<file path="src/logic/issue_pkg.sv">
// ~~~~~~~~~~~~~~~~~~~~~~~~~~~~~~~~~~~~~~~~
// widths shared by the issue cluster
// the decoded opcode encoding
// dispatch, issue, result and cdb structs
// ~~~~~~~~~~~~~~~~~~~~~~~~~~~~~~~~~~~~~~~~

`default_nettype none

package issue_pkg;

    // operand and result values
    typedef logic [31:0] data_t;

    // instruction address, carried through to the result
    typedef logic [31:0] addr_t;

    // producer tag that names the result an operand waits for
    typedef logic [5:0] tag_t;

    // decoded integer operations, one per alu function
    typedef enum logic [2:0] {
        OP_ADD = 3'd0,
        OP_SUB = 3'd1,
        OP_AND = 3'd2,
        OP_OR  = 3'd3,
        OP_XOR = 3'd4,
        OP_SLL = 3'd5,
        OP_SRL = 3'd6,
        OP_SLT = 3'd7
    } opcode_t;

    // one decoded instruction as it enters the station
    // index 0 of each source array is operand a, index 1 is operand b
    typedef struct packed {
        opcode_t         opcode;
        addr_t           iaddr;
        logic [1:0]      src_rdy;
        data_t [1:0]     src_data;
        tag_t [1:0]      src_tag;
        tag_t            dst_tag;
    } dispatch_t;

    // an instruction with both operands resolved, sent to the alu
    typedef struct packed {
        opcode_t opcode;
        addr_t   iaddr;
        data_t   src_a;
        data_t   src_b;
        tag_t    dst_tag;
    } issue_t;

    // the alu output as it leaves the cluster
    typedef struct packed {
        addr_t iaddr;
        tag_t  tag;
        data_t data;
    } result_t;

    // broadcast that wakes operands waiting on tag
    typedef struct packed {
        logic  en;
        tag_t  tag;
        data_t data;
    } cdb_t;

endpackage

`default_nettype wire

</file>
<file path="src/logic/age_pick.sv">
// ~~~~~~~~~~~~~~~~~~~~~~~~~~~~~~~~~~~~~~~~
// age matrix selector that picks the
// oldest ready slot, one-hot and binary
// ~~~~~~~~~~~~~~~~~~~~~~~~~~~~~~~~~~~~~~~~

`timescale 1ns/1ps
`default_nettype none

module age_pick #(
    parameter int RS_DEPTH = 8
) (
    input  wire logic [$clog2(RS_DEPTH)-1:0] slot_age [RS_DEPTH],
    input  wire logic [RS_DEPTH-1:0]         rdy,
    output logic [RS_DEPTH-1:0]              sel_onehot,
    output logic [$clog2(RS_DEPTH)-1:0]      sel_index,
    output logic                             any_sel
);

    localparam int IDX_W = $clog2(RS_DEPTH);

    // slot number within the station
    typedef logic [IDX_W-1:0] slot_idx_t;

    // row i holds a one in column j when slot i is at least as old as slot j
    logic [RS_DEPTH-1:0] older [RS_DEPTH];

    // build the full comparison matrix
    // the diagonal is forced high so a slot never loses against itself
    always_comb begin
        for (int i = 0; i < RS_DEPTH; i++) begin
            for (int j = 0; j < RS_DEPTH; j++) begin
                if (i == j) begin
                    older[i][j] = 1'b1;
                end else begin
                    older[i][j] = slot_age[i] > slot_age[j];
                end
            end
        end
    end

    // a ready slot wins when it beats every other ready slot
    // columns of slots that are not ready are forced high so they never veto
    // occupied slots carry distinct ages so at most one bit can be set
    always_comb begin
        for (int i = 0; i < RS_DEPTH; i++) begin
            sel_onehot[i] = rdy[i] & (&(older[i] | ~rdy));
        end
    end

    // one-hot to binary by or-ing the index of every set bit
    always_comb begin
        slot_idx_t idx;
        idx = '0;
        for (int i = 0; i < RS_DEPTH; i++) begin
            if (sel_onehot[i]) begin
                idx = idx | slot_idx_t'(i);
            end
        end
        sel_index = idx;
    end

    // something was picked this cycle
    assign any_sel = |sel_onehot;

endmodule

`default_nettype wire

</file>
<file path="src/logic/reservation_station.sv">
// ~~~~~~~~~~~~~~~~~~~~~~~~~~~~~~~~~~~~~~~~
// reservation station slot storage,
// free slot choice, age tracking, cdb
// wake-up and the issue handshake
// ~~~~~~~~~~~~~~~~~~~~~~~~~~~~~~~~~~~~~~~~

`timescale 1ns/1ps
`default_nettype none

module reservation_station import issue_pkg::*; #(
    parameter int RS_DEPTH = 8
) (
    input  wire logic      clk,
    input  wire logic      n_rst,
    input  wire logic      flush,
    input  wire logic      dispatch_valid,
    input  wire dispatch_t dispatch,
    output logic           dispatch_ready,
    output logic           issue_valid,
    input  wire logic      issue_ready,
    output issue_t         issue,
    input  wire cdb_t      cdb
);

    localparam int IDX_W = $clog2(RS_DEPTH);

    // slot number, also used as the age of an occupied slot
    typedef logic [IDX_W-1:0] slot_idx_t;

    // slot payload, stored in the same layout as it was dispatched
    // the ready bits and data of each operand are updated by the cdb
    dispatch_t slot_q [RS_DEPTH];

    // one bit per slot, set while the slot holds nothing
    logic [RS_DEPTH-1:0] empty_q;

    // age 0 is the youngest, occupied slots hold ages 0 to count-1
    slot_idx_t age_q [RS_DEPTH];

    // slots that hold an instruction with both operands present
    logic [RS_DEPTH-1:0] rdy;

    // one-hot choices for the next dispatch and the next issue
    logic [RS_DEPTH-1:0] alloc_onehot;
    logic [RS_DEPTH-1:0] issue_onehot;

    // the same choices qualified by their handshakes
    logic [RS_DEPTH-1:0] alloc_set;
    logic [RS_DEPTH-1:0] issue_clr;

    slot_idx_t issue_idx;
    slot_idx_t issue_age;
    logic      any_rdy;
    logic      dispatching;
    logic      issuing;

    // dispatch payload after a same cycle cdb match has been folded in
    dispatch_t dispatch_cap;

    // a slot is eligible once it is occupied and both operands are present
    always_comb begin
        for (int i = 0; i < RS_DEPTH; i++) begin
            rdy[i] = !empty_q[i] && (&slot_q[i].src_rdy);
        end
    end

    // oldest eligible slot
    age_pick #(
        .RS_DEPTH (RS_DEPTH)
    ) age_pick_inst (
        .slot_age   (age_q),
        .rdy        (rdy),
        .sel_onehot (issue_onehot),
        .sel_index  (issue_idx),
        .any_sel    (any_rdy)
    );

    // lowest numbered empty slot, found by isolating the lowest set bit
    assign alloc_onehot = empty_q & ~(empty_q - RS_DEPTH'(1));

    // room for one more instruction while any slot is empty
    assign dispatch_ready = |empty_q;
    assign dispatching    = dispatch_valid && dispatch_ready;

    // offer an instruction whenever any slot can go
    assign issue_valid = any_rdy;
    assign issuing     = any_rdy && issue_ready;

    assign alloc_set = alloc_onehot & {RS_DEPTH{dispatching}};
    assign issue_clr = issue_onehot & {RS_DEPTH{issuing}};

    // age of the slot that leaves, which decides how the others move
    assign issue_age = age_q[issue_idx];

    // drive the alu from the selected slot
    always_comb begin
        issue.opcode  = slot_q[issue_idx].opcode;
        issue.iaddr   = slot_q[issue_idx].iaddr;
        issue.src_a   = slot_q[issue_idx].src_data[0];
        issue.src_b   = slot_q[issue_idx].src_data[1];
        issue.dst_tag = slot_q[issue_idx].dst_tag;
    end

    // an operand that arrives waiting on the tag being broadcast right now
    // takes the broadcast value, otherwise that wake-up would be missed
    always_comb begin
        dispatch_cap = dispatch;
        for (int k = 0; k < 2; k++) begin
            if (!dispatch.src_rdy[k] && cdb.en && (cdb.tag == dispatch.src_tag[k])) begin
                dispatch_cap.src_rdy[k]  = 1'b1;
                dispatch_cap.src_data[k] = cdb.data;
            end
        end
    end

    // occupancy and age tracking
    // the allocated slot is always empty and the issuing slot never is,
    // so one slot cannot be freed and refilled at the same edge
    always_ff @(posedge clk or negedge n_rst) begin
        if (!n_rst) begin
            empty_q <= '1;
            for (int i = 0; i < RS_DEPTH; i++) begin
                age_q[i] <= '0;
            end
        end else if (flush) begin
            // a flush drops everything, including a dispatch in the same cycle
            empty_q <= '1;
            for (int i = 0; i < RS_DEPTH; i++) begin
                age_q[i] <= '0;
            end
        end else begin
            empty_q <= (empty_q | issue_clr) & ~alloc_set;
            for (int i = 0; i < RS_DEPTH; i++) begin
                case ({dispatching, issuing})
                    // new entry is youngest, everything else gets one older
                    2'b10: begin
                        if (alloc_set[i]) begin
                            age_q[i] <= '0;
                        end else begin
                            age_q[i] <= age_q[i] + 1'b1;
                        end
                    end
                    // close the gap left by the issuing slot
                    2'b01: begin
                        if (age_q[i] > issue_age) begin
                            age_q[i] <= age_q[i] - 1'b1;
                        end
                    end
                    // only the slots younger than the leaving one shift up
                    2'b11: begin
                        if (alloc_set[i]) begin
                            age_q[i] <= '0;
                        end else if (age_q[i] < issue_age) begin
                            age_q[i] <= age_q[i] + 1'b1;
                        end
                    end
                    default: begin
                    end
                endcase
            end
        end
    end

    // payload storage and operand wake-up
    always_ff @(posedge clk) begin
        for (int i = 0; i < RS_DEPTH; i++) begin
            if (alloc_set[i]) begin
                slot_q[i] <= dispatch_cap;
            end else begin
                // a waiting operand grabs the broadcast on a tag match
                // operands already present keep their value
                for (int k = 0; k < 2; k++) begin
                    if (!slot_q[i].src_rdy[k] && cdb.en &&
                        (cdb.tag == slot_q[i].src_tag[k])) begin
                        slot_q[i].src_rdy[k]  <= 1'b1;
                        slot_q[i].src_data[k] <= cdb.data;
                    end
                end
            end
        end
    end

endmodule

`default_nettype wire

</file>
<file path="src/logic/int_alu.sv">
// ~~~~~~~~~~~~~~~~~~~~~~~~~~~~~~~~~~~~~~~~
// single stage integer alu with output
// register, result handshake and cdb
// ~~~~~~~~~~~~~~~~~~~~~~~~~~~~~~~~~~~~~~~~

`timescale 1ns/1ps
`default_nettype none

module int_alu import issue_pkg::*; (
    input  wire logic   clk,
    input  wire logic   n_rst,
    input  wire logic   flush,
    input  wire logic   issue_valid,
    output logic        issue_ready,
    input  wire issue_t issue,
    output logic        result_valid,
    input  wire logic   result_ready,
    output result_t     result,
    output cdb_t        cdb
);

    data_t   alu_out;
    logic    issue_fire;
    logic    result_fire;
    logic    res_valid_q;
    result_t res_q;

    // the operation itself, shifts use only the low five bits of b
    always_comb begin
        case (issue.opcode)
            OP_ADD:  alu_out = issue.src_a + issue.src_b;
            OP_SUB:  alu_out = issue.src_a - issue.src_b;
            OP_AND:  alu_out = issue.src_a & issue.src_b;
            OP_OR:   alu_out = issue.src_a | issue.src_b;
            OP_XOR:  alu_out = issue.src_a ^ issue.src_b;
            OP_SLL:  alu_out = issue.src_a << issue.src_b[4:0];
            OP_SRL:  alu_out = issue.src_a >> issue.src_b[4:0];
            // signed compare, result is 1 or 0
            OP_SLT:  alu_out = data_t'($signed(issue.src_a) < $signed(issue.src_b));
            default: alu_out = '0;
        endcase
    end

    // the register can take a new result when empty or when it drains now
    assign issue_ready = !res_valid_q || result_ready;
    assign issue_fire  = issue_valid && issue_ready;
    assign result_fire = res_valid_q && result_ready;

    // output register occupancy, a flush discards both the held result
    // and anything issued in the same cycle
    always_ff @(posedge clk or negedge n_rst) begin
        if (!n_rst) begin
            res_valid_q <= 1'b0;
        end else if (flush) begin
            res_valid_q <= 1'b0;
        end else if (issue_fire) begin
            res_valid_q <= 1'b1;
        end else if (result_fire) begin
            res_valid_q <= 1'b0;
        end
    end

    // the result payload only changes on a new issue, so it holds while stalled
    always_ff @(posedge clk) begin
        if (issue_fire) begin
            res_q.iaddr <= issue.iaddr;
            res_q.tag   <= issue.dst_tag;
            res_q.data  <= alu_out;
        end
    end

    assign result_valid = res_valid_q;
    assign result       = res_q;

    // broadcast exactly when the result is taken by the outside
    always_comb begin
        cdb.en   = result_fire;
        cdb.tag  = res_q.tag;
        cdb.data = res_q.data;
    end

endmodule

`default_nettype wire

</file>
<file path="src/logic/issue_cluster.sv">
// ~~~~~~~~~~~~~~~~~~~~~~~~~~~~~~~~~~~~~~~~
// issue cluster top level with station,
// alu and the cdb feedback path
// ~~~~~~~~~~~~~~~~~~~~~~~~~~~~~~~~~~~~~~~~

`timescale 1ns/1ps
`default_nettype none

module issue_cluster import issue_pkg::*; #(
    parameter int RS_DEPTH = 8
) (
    input  wire logic      clk,
    input  wire logic      n_rst,
    input  wire logic      flush,
    input  wire logic      dispatch_valid,
    input  wire dispatch_t dispatch,
    output logic           dispatch_ready,
    output logic           result_valid,
    output result_t        result,
    input  wire logic      result_ready
);

    // station to alu link
    logic   issue_valid;
    logic   issue_ready;
    issue_t issue;

    // alu broadcast, fed back to wake waiting operands
    cdb_t cdb;

    reservation_station #(
        .RS_DEPTH (RS_DEPTH)
    ) reservation_station_inst (
        .clk            (clk),
        .n_rst          (n_rst),
        .flush          (flush),
        .dispatch_valid (dispatch_valid),
        .dispatch       (dispatch),
        .dispatch_ready (dispatch_ready),
        .issue_valid    (issue_valid),
        .issue_ready    (issue_ready),
        .issue          (issue),
        .cdb            (cdb)
    );

    int_alu int_alu_inst (
        .clk          (clk),
        .n_rst        (n_rst),
        .flush        (flush),
        .issue_valid  (issue_valid),
        .issue_ready  (issue_ready),
        .issue        (issue),
        .result_valid (result_valid),
        .result_ready (result_ready),
        .result       (result),
        .cdb          (cdb)
    );

endmodule

`default_nettype wire

</file>
<file path="config.mk">
export PLATFORM = sky130hd
export DESIGN_NAME = issue_cluster
export DESIGN_NICKNAME = d
export VERILOG_FILES = /design/src/logic/issue_pkg.sv /design/src/logic/age_pick.sv /design/src/logic/reservation_station.sv /design/src/logic/int_alu.sv /design/src/logic/issue_cluster.sv
export SDC_FILE = /design/constraint.sdc
export NUM_CORES = 2
export LEC_CHECK = 0
export BUFFER_PORTS_ARGS = -buffer_cell sky130_fd_sc_hd__clkbuf_2
export CAP_MARGIN = 10
export CORE_MARGIN = 2
export CORE_UTILIZATION = 65
export CTS_BUF_LIST = sky130_fd_sc_hd__clkbuf_8
export DETAILED_ROUTE_END_ITERATION = 12
export PLACE_DENSITY = 0.82
export SKIP_CTS_REPAIR_TIMING = 1
export SYNTH_ARGS = -nofsm -noshare
export SYNTH_HDL_FRONTEND = slang
export SYNTH_SLANG_ARGS = --single-unit
</file>
<file path="constraint.sdc">
create_clock -name clk -period 22 [get_ports clk]
set_input_delay 0 -clock clk [delete_from_list [all_inputs] [get_ports clk]]
set_output_delay 0 -clock clk [all_outputs]
set_load 0.03 [all_outputs]
</file>
; After elaboration in Yosys (flattened, before gate mapping)
; Memory sizes are Yosys's and may differ from the RTL's.
; Cells that the tools add are included.
[totals]
ramBits = 952
ff_bits = 103
elab_cells = 473
input_bits = 124
n_memories = 1
[mem_list]
columns = name, depth, width, rd, rd_clocked_by_memory_dff, write_ports, line_no
row1 = reservation_station_inst.slot_q, 8, 119, 9, 0, 8, reservation_station.sv:32  ; dispatch_t slot_q [RS_DEPTH];
[op_classes]
n_addsub = 19
mux = 156
shifts = 2
reduce_logical = 104
n_bitwise = 60
n_eq_ne = 44
magnitude_cmp = 74
[op_table]
columns = op, count
row1 = $mux W32, 18
row2 = $pmux W32 S8, 1
row3 = $gt A3 B3 Y1, 64
row4 = $mux W3, 38
row5 = $eq A6 B6 Y1, 18
row6 = $mux W1, 86
row7 = $or A8 B8 Y8, 9
row8 = $pmux W3 S3, 8
row9 = $reduce_and A8 Y1, 8
row10 = $logic_and A1 B1 Y1, 47
row11 = $add A32 B32 Y32, 1
row12 = $and A32 B32 Y32, 1
row13 = $and A8 B8 Y8, 4
row14 = $lt A32 B32 Y1, 1
row15 = $ne A4 B2 Y1 const B, 8
row16 = $or A1 B1 Y1, 32
row17 = $or A32 B32 Y32, 1
row18 = $shl A32 B5 Y32, 1
row19 = $shr A32 B5 Y32, 1
row20 = $sub A32 B32 Y32, 1
row21 = $xor A32 B32 Y32, 1
row22 = $logic_not A1 Y1, 27
row23 = $add A3 B1 Y3 const B, 8
row24 = $lt A3 B3 Y1, 8
row25 = other kinds (23), 67

; Logic depth before layout (Yosys ltp)
; An unclocked memory read counts as a cell.
[logic_depth]
word_depth = 23
ltp_mapped = 34
mapped_depth_nobuf = 30

; Hierarchy
; From an unflattened synthesis, not the netlist that was laid out.
[hier_totals]
cells_unflattened = 4187
area_unflattened_um2 = 59174.3
[by_module_without_submodules]
columns = module, area_per_inst_um2, cells_per_inst, n_inst
row1 = reservation_station, 45825.2, 2495, 1
row2 = int_alu, 10767.8, 1358, 1
row3 = age_pick, 2581.2, 334, 1

; Worst setup path after synthesis
; Ideal clock, no wire load.
[synth_timing]
kind = reg2reg
from = reg reservation_station_inst.age_q[23] (netlist name)
to = reg int_alu_inst.res_q, in the netlist int_alu_inst.cdb[0], data pin
stages_incl_launch_ff = 35
setup_ps = 132
required_ps = 21868
setup_slack_ps = 14781
synth_period_minus_slack_ps = 7219
t_arrival_ps = 7088
cell_sequence = dfrtp_1 inv_1 ha_1 nor2b_1 a221oi_2 a31oi_1 o22a_1 and3_1 or4_4 buf_6 buf_6 mux4_2 mux2i_1 inv_1 buf_2 buf_2 buf_2 ha_1 inv_1 fa_1 nor2b_1 o21ai_0 a21oi_1 o21ai_0 a31oi_1 a221o_1 a221o_1 or3_1 o211a_1 o21ai_0 a21oi_1 nor2_1 o21ai_0 a2111oi_0 o31a_1
[synth_between]
elab_chain_len = 14
word_cells_on_any_way = 53
cone_classes = add/sub (2) / order compare (8) / eq/ne (7) / shift (2) / mux (8) / bitwise (17) / reduce/logical (8) / memory (1)
[synth_lines]
columns = item, line_no
row1 = "start, declared", reservation_station.sv:38  ; slot_idx_t age_q [RS_DEPTH];
row2 = "start signal, assigned by index", reservation_station.sv:140  ; age_q[i] <= age_q[i] + 1'b1;
row3 = "start signal, assigned by index", reservation_station.sv:146  ; age_q[i] <= age_q[i] - 1'b1;
row4 = "start signal, assigned by index", reservation_station.sv:154  ; age_q[i] <= age_q[i] + 1'b1;
row5 = $gt A3 B3 Y1, age_pick.sv:35  ; older[i][j] = slot_age[i] > slot_age[j];
row6 = $or A8 B8 Y8, age_pick.sv:46  ; sel_onehot[i] = rdy[i] & (&(older[i] | ~rdy));
row7 = $reduce_and A8 Y1, age_pick.sv:46
row8 = $and A1 B1 Y1, age_pick.sv:46
row9 = $mux W1, age_pick.sv:55  ; if (sel_onehot[i]) begin
row10 = $mux W2 (2 in series), age_pick.sv:55
row11 = $mux W3 (3 in series), age_pick.sv:55
row12 = $mux W3 (*), age_pick.sv:55
row13 = $mem_v2 Z8 W119 (*), -
row14 = "$sub A32 B32 Y32, or another cell as far along", int_alu.sv:32  ; OP_SUB: alu_out = issue.src_a - issue.src_b;
row15 = $pmux W32 S8 (*), int_alu.sv:30  ; case (issue.opcode)
row16 = via int_alu_inst.alu_out[0], int_alu.sv:22  ; data_t alu_out;
row17 = "end, declared", int_alu.sv:26  ; result_t res_q;
; The timed path passes the listed nets; every way through them passes the cells marked *.
; A chain may end at the register's enable or synchronous reset.

; Worst setup path in the final report
[layout_timing]
from = reg reservation_station_inst.age_q[13] (netlist name)
to = reg int_alu_inst.res_q, in the netlist int_alu_inst.cdb[31], data pin
[layout_between]
elab_chain_len = 14
word_cells_on_any_way = 58
cone_classes = add/sub (2) / order compare (13) / eq/ne (7) / shift (2) / mux (8) / bitwise (17) / reduce/logical (8) / memory (1)
[layout_lines]
columns = item, line_no
row1 = $gt A3 B3 Y1, age_pick.sv:35
row2 = $or A8 B8 Y8, age_pick.sv:46
row3 = $reduce_and A8 Y1, age_pick.sv:46
row4 = $and A1 B1 Y1, age_pick.sv:46
row5 = $mux W1, age_pick.sv:55
row6 = $mux W2 (2 in series), age_pick.sv:55
row7 = $mux W3 (3 in series), age_pick.sv:55
row8 = $mux W3 (*), age_pick.sv:55
row9 = $mem_v2 Z8 W119 (*), -
row10 = "$sub A32 B32 Y32, or another cell as far along", int_alu.sv:32
row11 = $pmux W32 S8 (*), int_alu.sv:30
row12 = via int_alu_inst.alu_out[31], int_alu.sv:22
; Marks and branches as above.

==> results.json <==
{
  "status": "completed",
  "cp.required_ns": 22.61,
  "cp_max_fo": 45,
  "place_ws_ns": 12.01,
  "final_cells": 6543,
  "synth_area_leaders": "edfxtp_1 (53%), mux2_2 (9.0%), nand2_1 (5.0%)",
  "area_growth_pct": 11.5,
  "min_period_over_period_pct": 47.9,
  "relSlewSlack_pct": 16.3,
  "fin_nets": 5590,
  "grt_pass1_wl_microns": 263000,
  "synthFlopType": "edfxtp_1",
  "seqCellArea_sq_mm": 0.0315,
  "startpoint_type": "flip-flop",
  "antenna_found_initial": 8,
  "fmax_mhz": 94.9,
  "hold_ws_ns": 0.00309,
  "die_h_microns": 304,
  "skew_ns": 0.0409,
  "cts-root-buf": "clkbuf_8",
  "route.vias.total": 45000,
  "multi_input_area_sq_mm": 0.0251,
  "crit_type": "reg2reg",
  "synth_cells": 4937,
  "synth_edf_count": 1020,
  "row_count": 109,
  "cts_max_path_buffers": 3,
  "ctsHtreeMaxLevel": 4,
  "hp-class": "in2reg",
  "ys_seq_area_share_pct": 54.0,
  "cellLeakagePower_uw": 0.0240,
  "critPathMaxStageDelay_ns": 1.01,
  "dieArea_sq_mm": 0.0921,
  "layout-drive-gt1-share_pct": 21.2,
  "synth_cell_types": 96,
  "tns_ns": 0,
  "worst_pin_slew_ns": 1.26,
  "drc": 0,
  "wl_per_cell_microns": 28.5,
  "period_minus_slack_ns": 10.54,
  "place_hpwl_microns": 109000,
  "clk_pin_slew_ns": 0.06,
  "final.setup.worst_slack_ns": 11.46,
  "drtAntennaViolNets": 0,
  "finalMaxSlewViolations": 0,
  "grt_use_total_pct": 38.8,
  "fin_util_pct": 73.4,
  "cts_made_buffers": 165,
  "grt_pass1_vias": 42500,
  "synth_nets": 5284,
  "start_util_pct": 65.8,
  "syn_area_per_cell_sq_um": 11.8,
  "ys_ff_latch": 1055,
  "ys_async_sr_fraction_pct": 3.13,
  "cts.sinks": 1055,
  "cts_tree": "done",
  "ir_worst_vdd_mv": 0.0890,
  "overflow": 0,
  "insertion_delay_ns": 0.89,
  "grt_max_degree": 199,
  "syn_area_sq_mm": 0.0583,
  "crit_slowest_cell": "a2111oi_0",
  "p_per_area_mw_per_mm2": 69.5,
  "ios": 196,
  "path_common_cell": "o21ai_0",
  "cp-end-kind": "flip-flop",
  "rsz0062_at_grt": "false",
  "drt-total-wl_microns": 186000,
  "hold_viol_final": 0,
  "core_area_sq_mm": 0.0886,
  "finalWeightedCongestion": 1.05,
  "critPathArrivalTime_ns": 11.16,
  "maxCapViolCount": 0,
  "synth.top_cell.area_share_pct": 52.5,
  "first_pass_iters": 6,
  "yosysWarningCount": 0,
  "drt_iter0_drc": 6575,
  "nFillCells": 5685,
  "setup_viol": 0,
  "yosys.area.top_type": "edfxtp_1",
  "place_inst": 6071,
  "port_buffers": 195,
  "die_w_microns": 304,
  "via_per_inst": 6.89
}
-- cell usage after synthesis, types with 22 or more instances --
library cell / number
nor2_1: 174
xnor2_1: 58
nand2_1: 771
mux2_2: 464
nor3_1: 65
or3_1: 29
clkbuf_1: 198
nor2b_1: 27
buf_2: 45
buf_1: 54
o21bai_1: 22
a21oi_1: 181
a22o_1: 69
o21ai_0: 200
mux4_2: 74
o22ai_1: 31
dfrtp_1: 25
inv_1: 128
xor2_1: 74
o211ai_1: 30
mux2i_1: 174
edfxtp_1: 1020
ha_1: 221
nand3_1: 377
-- per-layer routing --
layer  share of wire [%]  global-route usage [%]  wire [microns]  vias to the layer above
met4                 5.2                    20.2            9610                        6
li1                    -                       -               -                    19100
met5               0.020                       0              38                        -
met2                  46                    59.2           85200                     3464
met3                  12                    9.81           22400                      675
met1                  37                    51.7           69200                    21800
-- cell families (layout without fill, tap and decap cells) --
logic type	Yosys count	in the layout	synth area share, %
AOI/OAI and AO/OA	769	769	8.57
xor gates and xnor gates	132	132	1.98
adders and majority gates	223	223	4.81
buffers and inverters	459	890	3.31
DFF	1055	1055	54.0
muxes	731	731	15.3
other	0	10	0
and+or+nand+nor	1568	1568	12.0
-- stage by stage --
stage / power (uW) / area (sq um)
after floorplan: 2750 / 58300
after global placement: 2940 / 60300
after detailed placement: 2960 / 60300
after CTS: 4460 / 63300
after global routing: 4650 / 65000
final: 4520 / 65000
-- path summary, 6_finish.rpt --
| check | depth (start not counted) | slack (ns) | startpoint | end |
|---|---|---|---|---|
| hold reg to reg | 2 | 0.55 | reservation_station_inst.slot_q[4][83] | reservation_station_inst.slot_q[4][83] |
| hold / removal | 2 | 0.003 | dispatch[14] | reservation_station_inst.slot_q[6][14] |
| min in group asynchronous | 3 | 0.39 | n_rst | reservation_station_inst.empty_q[2] |
| max in group asynchronous | 4 | 21.38 | n_rst | reservation_station_inst.age_q[11] |
| setup / recovery | 28 | 11.46 | reservation_station_inst.age_q[13] | int_alu_inst.cdb[31] |
| setup reg to reg | 28 | 11.46 | reservation_station_inst.age_q[13] | int_alu_inst.cdb[31] |
-- power by group --
part | total (uW) | switching [uW] | internal [uW]
combinational | 686 | 428 | 258
sequential | 2290 | 40.7 | 2250
clock | 1540 | 794 | 749
total | 4520 | 1260 | 3260
-- registers in the layout (all words and copies together) (netlist names) --
signal	count
reservation_station_inst.empty_q	8
int_alu_inst.result_valid	1
int_alu_inst.result	32
int_alu_inst.cdb	38
reservation_station_inst.age_q	24
reservation_station_inst.slot_q	952
-- worst max-delay path, delay by kind of cell, from the launching register on --
family          cells  cell delay [ns]
compound gates     13             3.88
simple gates        6             1.97
buf+inv             4             1.79
mux                 2             1.16
fa+ha+maj           2             0.78
flops               1             0.50
xor+xnor            1             0.10
-- cell usage in the layout (no fill, tap or decap), types with 17 or more instances in the layout --
master and n:
xor2_1 74, edfxtp_1 1020, clkbuf_2 195, mux2_2 464, xnor2_1 58, clkinv_1 39
nor3_1 63, nand3_1 377, nand4_1 17, a22o_1 69, dfrtp_1 25, nand3b_1 20
mux4_2 74, a31oi_1 21, nor2_1 165, o22ai_1 31, nand2_1 754, clkbuf_8 168
a21o_1 19, dlygate4sd3_1 168, a211oi_1 21, and3_1 18, buf_4 97, o21bai_1 22
a21oi_1 181, o21ai_1 20, mux2i_1 171, o21ai_0 199, or3_1 29, o211ai_1 30
nor2b_1 27, ha_1 221, inv_1 181
-- final cells by class --
cell class | count | share of cell area [%]
Antenna cell | 10 | 0.0385
Clock buffer | 168 | 3.56
Clock inverter | 124 | 0.991
Inverter | 134 | 0.777
Multi-Input combinational cell | 3423 | 38.6
Sequential cell | 1055 | 48.4
Tap cell | 1165 | 2.24
Timing Repair Buffer | 464 | 5.32
Power figures use the tool's default switching activity.
